$ cat src/hw/ttc_pkg.sv
// TTC synchronization package
// Broadcast command codes, bunch-crossing constants and the
// packed structs that carry commands, FMM controls and L1A tags
// between the trigger-timing blocks

`default_nettype none

package ttc_pkg;

  // --------------------------------------------------
  // Broadcast command codes
  // --------------------------------------------------
  localparam logic [7:0] CMD_BX0     = 8'h01;
  localparam logic [7:0] CMD_RESYNC  = 8'h04;
  // Bunch-counter reset, handled like a resync
  localparam logic [7:0] CMD_BCRESET = 8'h08;

  // --------------------------------------------------
  // Orbit constants
  // --------------------------------------------------
  localparam int BXN_WIDTH       = 12;
  localparam int L1A_COUNT_WIDTH = 16;

  typedef logic [BXN_WIDTH-1:0] bxn_t;

  // Last crossing of the LHC orbit
  localparam bxn_t BX_MAX     = 12'd3563;
  // Loaded on resync, equal to the trigger latency
  localparam bxn_t BXN_PRESET = 12'd160;

  // Aligned single-cycle command pulses
  typedef struct packed {
    logic bx0;
    logic resync;
    logic l1a;
  } ttc_cmds_t;

  // Static FMM control levels
  typedef struct packed {
    logic ignore_startstop;
    logic force_stop_trigger;
    logic dont_wait;
  } fmm_ctrl_t;

  // Accepted trigger with its crossing number
  typedef struct packed {
    logic valid;
    bxn_t bxn;
  } l1a_tag_t;

endpackage

`default_nettype wire

$ cat src/hw/bx_counter.sv
// Bunch-crossing counter
// Free-running orbit counter from 0 to BX_MAX that reloads the
// trigger-latency preset on resync. A BX0 arriving while the count
// is off the preset raises a sticky alignment error, but only once
// a first resync has armed the check

`default_nettype none

module bx_counter (
  input  logic               clock,
  input  logic               reset,
  input  ttc_pkg::ttc_cmds_t cmds,
  output ttc_pkg::bxn_t      bxn,
  output logic               sync_err
);

  import ttc_pkg::*;

  // Set by the first resync after reset
  logic armed;
  // BX0 seen at the wrong count
  logic bx0_misaligned;

  assign bx0_misaligned = cmds.bx0 && armed && (bxn != BXN_PRESET);

  // --------------------------------------------------
  // Orbit counter
  // --------------------------------------------------
  always_ff @(posedge clock) begin
    if (reset) begin
      bxn <= '0;
    end else if (cmds.resync) begin
      bxn <= BXN_PRESET;
    end else if (bxn == BX_MAX) begin
      // End of orbit
      bxn <= '0;
    end else begin
      bxn <= bxn + bxn_t'(1);
    end
  end

  // --------------------------------------------------
  // Arming and sticky error
  // --------------------------------------------------
  always_ff @(posedge clock) begin
    if (reset) begin
      armed    <= 1'b0;
      sync_err <= 1'b0;
    end else begin
      if (cmds.resync) begin
        armed <= 1'b1;
      end
      // Resync clears, misaligned BX0 sets
      if (cmds.resync) begin
        sync_err <= 1'b0;
      end else if (bx0_misaligned) begin
        sync_err <= 1'b1;
      end
    end
  end

  // Count stays inside one orbit
  a_bxn_range: assert property (
    @(posedge clock) disable iff (reset)
    bxn <= BX_MAX
  ) else $error("bxn beyond last crossing");

endmodule

`default_nettype wire

$ cat src/hw/fmm.sv
// FMM trigger start/stop state machine
// Five states: startup, resync, stop, wait_bx0 and run. Resync
// wins over every other transition. Triggers only pass in run,
// signalled by a registered trig_stop level that is low one cycle
// after the machine sits in run

`default_nettype none

module fmm (
  input  logic               clock,
  input  logic               reset,
  input  ttc_pkg::ttc_cmds_t cmds,
  input  ttc_pkg::fmm_ctrl_t ctrl,
  output logic               trig_stop
);

  typedef enum logic [2:0] {
    ST_STARTUP  = 3'd0,
    ST_RESYNC   = 3'd1,
    ST_STOP     = 3'd2,
    ST_WAIT_BX0 = 3'd3,
    ST_RUN      = 3'd4
  } fmm_state_t;

  fmm_state_t state;

  // Stop request that the ignore bit can mask
  logic stop_req;

  assign stop_req = ctrl.force_stop_trigger && !ctrl.ignore_startstop;

  // --------------------------------------------------
  // State register
  // --------------------------------------------------
  always_ff @(posedge clock) begin
    if (reset) begin
      state <= ST_STARTUP;
    end else if (cmds.resync) begin
      // Resync restarts the sequence from any state
      state <= ST_RESYNC;
    end else begin
      case (state)
        ST_STARTUP: state <= ST_STOP;
        ST_RESYNC: begin
          // BX0 right behind the resync goes straight to run
          if (cmds.bx0) begin
            state <= ST_RUN;
          end else begin
            state <= ST_WAIT_BX0;
          end
        end
        ST_STOP: begin
          if (!stop_req) begin
            state <= ST_WAIT_BX0;
          end
        end
        ST_WAIT_BX0: begin
          if (cmds.bx0 || ctrl.dont_wait) begin
            state <= ST_RUN;
          end else if (stop_req) begin
            state <= ST_STOP;
          end
        end
        ST_RUN: begin
          if (stop_req) begin
            state <= ST_STOP;
          end
        end
        // Unused encodings fall back to stop
        default: state <= ST_STOP;
      endcase
    end
  end

  // Registered stop level high outside run
  always_ff @(posedge clock) begin
    if (reset) begin
      trig_stop <= 1'b1;
    end else begin
      trig_stop <= (state != ST_RUN);
    end
  end

  // Triggers held off through reset and the startup cycle after it
  a_stop_after_reset: assert property (
    @(posedge clock) ($past(reset) || $past(reset, 2)) |-> trig_stop
  ) else $error("trig_stop low right after reset");

endmodule

`default_nettype wire

$ cat src/hw/l1a_bxn_latch.sv
// L1A crossing latch
// Accepts L1A pulses only while the FMM lets triggers run, tags
// each accepted trigger with the crossing number it arrived in
// and keeps a wrapping count of accepted triggers

`default_nettype none

module l1a_bxn_latch (
  input  logic                                clock,
  input  logic                                reset,
  input  logic                                l1a,
  input  ttc_pkg::bxn_t                       bxn,
  input  logic                                trig_stop,
  output ttc_pkg::l1a_tag_t                   tag,
  output logic [ttc_pkg::L1A_COUNT_WIDTH-1:0] l1a_count
);

  import ttc_pkg::*;

  // Trigger passes the FMM gate
  logic accept;
  logic tag_valid;
  bxn_t tag_bxn;

  assign accept = l1a && !trig_stop;

  // --------------------------------------------------
  // Control: valid strobe and accepted count
  // --------------------------------------------------
  always_ff @(posedge clock) begin
    if (reset) begin
      tag_valid <= 1'b0;
      l1a_count <= '0;
    end else begin
      tag_valid <= accept;
      if (accept) begin
        // Wraps at full width
        l1a_count <= l1a_count + 1'b1;
      end
    end
  end

  // Crossing number of the accepted pulse
  always_ff @(posedge clock) begin
    if (accept) begin
      tag_bxn <= bxn;
    end
  end

  assign tag.valid = tag_valid;
  assign tag.bxn   = tag_bxn;

endmodule

`default_nettype wire

$ cat src/hw/ttc_cmd_decoder.sv
// TTC broadcast command decoder
// Compares the strobed command byte against the known codes and
// registers the result together with the L1A line, so every
// downstream block sees aligned one-cycle pulses

`default_nettype none

module ttc_cmd_decoder (
  input  logic               clock,
  input  logic               reset,
  input  logic [7:0]         cmd,
  input  logic               cmd_valid,
  input  logic               l1a_in,
  output ttc_pkg::ttc_cmds_t cmds
);

  import ttc_pkg::*;

  // Raw decode of the current strobe
  logic is_bx0;
  logic is_resync;

  assign is_bx0    = cmd_valid && (cmd == CMD_BX0);
  // BC-reset shares the resync path
  assign is_resync = cmd_valid && ((cmd == CMD_RESYNC) || (cmd == CMD_BCRESET));

  // --------------------------------------------------
  // Output register, one cycle after the inputs
  // --------------------------------------------------
  always_ff @(posedge clock) begin
    if (reset) begin
      cmds <= '0;
    end else begin
      cmds.bx0    <= is_bx0;
      cmds.resync <= is_resync;
      // L1A delayed to stay aligned with the commands
      cmds.l1a    <= l1a_in;
    end
  end

  // Only one broadcast code per strobe
  a_one_cmd: assert property (
    @(posedge clock) disable iff (reset)
    !(cmds.bx0 && cmds.resync)
  ) else $error("bx0 and resync pulsed together");

endmodule

`default_nettype wire

$ cat src/hw/ttc_sync_top.sv
// TTC synchronization front end
// Decoder feeds aligned command pulses to the bunch-crossing
// counter and the FMM; the FMM level gates the L1A crossing latch

`default_nettype none

module ttc_sync_top (
  input  logic                                clock,
  input  logic                                reset,
  input  logic [7:0]                          cmd,
  input  logic                                cmd_valid,
  input  logic                                l1a_in,
  input  ttc_pkg::fmm_ctrl_t                  ctrl,
  output ttc_pkg::bxn_t                       bxn,
  output logic                                sync_err,
  output logic                                trig_stop,
  output ttc_pkg::l1a_tag_t                   tag,
  output logic [ttc_pkg::L1A_COUNT_WIDTH-1:0] l1a_count
);

  import ttc_pkg::*;

  // Registered command pulses
  ttc_cmds_t cmds;

  ttc_cmd_decoder u_decoder (
    .clock     (clock),
    .reset     (reset),
    .cmd       (cmd),
    .cmd_valid (cmd_valid),
    .l1a_in    (l1a_in),
    .cmds      (cmds)
  );

  bx_counter u_bx_counter (
    .clock    (clock),
    .reset    (reset),
    .cmds     (cmds),
    .bxn      (bxn),
    .sync_err (sync_err)
  );

  fmm u_fmm (
    .clock     (clock),
    .reset     (reset),
    .cmds      (cmds),
    .ctrl      (ctrl),
    .trig_stop (trig_stop)
  );

  // Latch sees the same bxn the counter drives out
  l1a_bxn_latch u_latch (
    .clock     (clock),
    .reset     (reset),
    .l1a       (cmds.l1a),
    .bxn       (bxn),
    .trig_stop (trig_stop),
    .tag       (tag),
    .l1a_count (l1a_count)
  );

endmodule

`default_nettype wire

$ cat config.mk
export PLATFORM = sky130hd
export DESIGN_NAME = ttc_sync_top
export DESIGN_NICKNAME = d
export VERILOG_FILES = /design/src/hw/ttc_pkg.sv /design/src/hw/bx_counter.sv /design/src/hw/fmm.sv /design/src/hw/l1a_bxn_latch.sv /design/src/hw/ttc_cmd_decoder.sv /design/src/hw/ttc_sync_top.sv
export SDC_FILE = /design/constraint.sdc
export NUM_CORES = 1
export LEC_CHECK = 0
export CORE_UTILIZATION = 54
export CTS_BUF_LIST = sky130_fd_sc_hd__clkbuf_4 sky130_fd_sc_hd__clkbuf_8
export CTS_CLUSTER_DIAMETER = 30
export DETAILED_ROUTE_END_ITERATION = 10
export DONT_BUFFER_PORTS = 1
export PLACE_DENSITY_LB_ADDON = 0.05
export SLEW_MARGIN = 25
export SYNTH_ARGS = -nofsm -noshare
export SYNTH_HDL_FRONTEND = slang
export SYNTH_SLANG_ARGS = --single-unit
export TNS_END_PERCENT = 5
$ cat constraint.sdc
create_clock -name clock -period 1.65 [get_ports clock]
set_input_delay 0.2475 -clock clock [delete_from_list [all_inputs] [get_ports clock]]
set_output_delay 0.2475 -clock clock [all_outputs]
set_load 0.02 [all_outputs]
==> flow_summary.toml <==
[outcome]
status = "finished clean"

[timing]
fin_skew_ns = 0.00897
worst_slew_pin_slew_ns = 0.361
max_freq_ghz = 0.654
finalCriticalPeriod_ns = 1.53
finalSetupTns_ns = 0
relSlewSlack_pct = 75.6
finalCritPeriodShare_pct = 92.7
hold_violations = 0
setup_viol_count_final = 0
slew_viol_final = 0
rsz0062_at_grt = "false"

[place]
dp_hpwl_mm = 3.04
io_buffers = 0
gp_congestion = 0.849
placed_cells = 259
place_area_sq_mm = 0.00224

[cts]
cts_buffer_depth = 2
postCtsSetupRepairBufs = 0
cts-root-buf = "clkbuf_8"
clock_latency_ns = 0.30
numCtsBuffers = 5
cts.sinks = 50
htreeDepth = 2
holdBufCountCts = 0
cts.repair.resized = 0
cts_tree = "done"
clkTransAtPathRegs_ns = 0.08

[critical_path]
crit_path_top_delay_cell = "or4_1"
cp.depth = 4
path_delay_family = "simple AND/OR/NAND/NOR gates"
worstPathRequired_ns = 1.88
rrSetupSlack_ns = 0.12
path_cells = "and4b_1 > nand3_4 > or4_1 > a21oi_1"
crit_buf_inv = 0
slowest_delay_ns = 0.49
startpoint_type = "flip-flop"
path_class = "reg -> reg"
end_kind = "flip-flop"
cp.arrival_ns = 1.76
cp_max_fo = 5
reg2reg_depth = 4

[worst_hold_path]
min_path_type = "in -> reg"
hold_depth = 1

[floorplan]
rows = 21
core_area_sq_mm = 0.00344
die_area_sq_mm = 0.00397
ioPinCount = 58
die_w_microns = 63.0
dieHeight_microns = 63.0
start_util_pct = 58.5

[cells_and_area]
layout.cells.most_common_list = "38 x dfxtp_1, 30 x nor2_1, 29 x buf_4, 16 x xor2_1, 12 x edfxtp_1"
diodes = 0
register_area_sq_mm = 0.00112
finalNetCount = 240
fill_cells = 285
final_common_cell = "dfxtp_1"
fin_cells = 269
area_growth_pct = 16.5
final_core_util_pct = 68.1
final_area_sq_mm = 0.00234
multiInputGateArea_sq_um = 826
drive_gt1_share_pct = 17.5

[routing]
drt-pass1-iter-count = 4
routed.top_layer = "met4"
num_vias = 1483
ant_nets = 0
vias_per_cell = 5.51
routedLengthMet1_mm = 1.93
drt_iter0_markers = 132
route.met2.wl_mm = 2.00
routed_wl_mm = 4.17
drc = 0
met3_length_microns = 226
avgRoutedWirePerCell_microns = 15.5

[logic_synthesis]
synth_top_cell_area_share_pct = 37.8
syn_inst = 192
avgSynthCellArea_sq_um = 10.5
synthFlopType = "dfxtp_1"
syn_area_sq_mm = 0.00201
async_flop_share_pct = 0
yosys-top-cells-area = "dfxtp_1 38%, edfxtp_1 18%, xor2_1 7.0%"
syn-num-nets = 210
synth-seq-cells = 50
synth_edf_count = 12
ys_warn_count = 0
synth_seq_area_share_pct = 55.7
yosysUniqueCellTypes = 35
synth_top_cell_by_area = "dfxtp_1"

[power]
vdd_drop_max_mv = 0.538
p_leak_nw = 0.899
power_density_mw_per_mm2 = 871
total_power_w = 0.00204

[grt]
grt_pass1_wl_mm = 6.89
gr-usage-all-layers_pct = 22.7
overflow = 0
grt_max_degree = 27
antenna_found_initial = 0
first_global_vias = 1454

[job]
drv_cap = 0
## layer usage
layer  up-vias  GRT usage, %
met3         2          7.48
met2        45          34.9
met5         -             0
met4         0          6.98
li1        734             -
met1       702          29.9
## through the flow
| step | hold WS, ns | setup slack [ns] |
|---|---|---|
| floorplan | 0.324 | 0.0396 |
| global placement | 0.321 | 0.235 |
| detailed placement | 0.323 | 0.145 |
| CTS | 0.000981 | 0.123 |
| global route | 0.000446 | 0.0520 |
| finish | 0.00855 | 0.121 |
## cell type report
cell class	instances	share of cell area [%]
sequential	50	47.8
multi-input combinational	130	35.2
timing repair buffer	31	10.1
clock buffer	6	3.26
tap	46	2.46
inverter	4	0.641
clock inverter	2	0.427
## path summary, 6_finish.rpt
kind,endpoint,startpoint
hold reg to reg,u_fmm.trig_stop$_SDFF_PP1_,u_fmm.state[2]$_SDFFE_PP0P_
hold / removal,u_fmm.state[0]$_SDFFE_PP0P_,reset
setup reg to reg,u_latch.l1a_count[15]$_SDFFE_PP0P_,u_latch.l1a_count[0]$_SDFFE_PP0P_
setup / recovery,u_latch.l1a_count[15]$_SDFFE_PP0P_,u_latch.l1a_count[0]$_SDFFE_PP0P_
## sequential cells by signal (all words and copies together) (netlist names)
signal / count
u_bx_counter.sync_err: 1
u_decoder.cmds: 3
u_fmm.state: 3
u_bx_counter.armed: 1
u_latch.tag_bxn: 12
u_latch.tag_valid: 1
u_fmm.trig_stop: 1
u_latch.l1a_count: 16
u_bx_counter.bxn: 12
## cells by family (layout without fill, tap and decap cells)
family          count (synthesis)  in the layout  synth area share (%)
mux                             1              1                 0.498
buf+inv                        12             43                  3.23
flops                          50             50                  55.7
simple gates                   89             89                  24.4
compound gates                 13             13                  3.79
fa+ha+maj                       3              3                  1.87
xor+xnor                       24             24                  10.4
## Yosys cell counts (2+ instances only)
library cell / instances
dfxtp_1: 38
nor2_1: 30
xor2_1: 16
edfxtp_1: 12
nand4_1: 10
nand2_1: 8
xnor2_1: 8
nand3_1: 7
and3_1: 6
nor3_1: 6
a21oi_1: 5
clkbuf_1: 4
inv_1: 4
nor4b_1: 4
a31oi_1: 3
and4b_1: 3
ha_1: 3
nor2b_1: 3
and2_1: 2
and4_1: 2
buf_6: 2
nor3b_1: 2
o21ai_0: 2
## where the power goes
group	internal, W	switching (W)	leakage (nW)
Clock	0.000311	0.000385	0.0484
Combinational	0.0000344	0.0000391	0.434
Sequential	0.00126	0.0000110	0.417
Note: power is estimated with default switching activity, not from simulation.
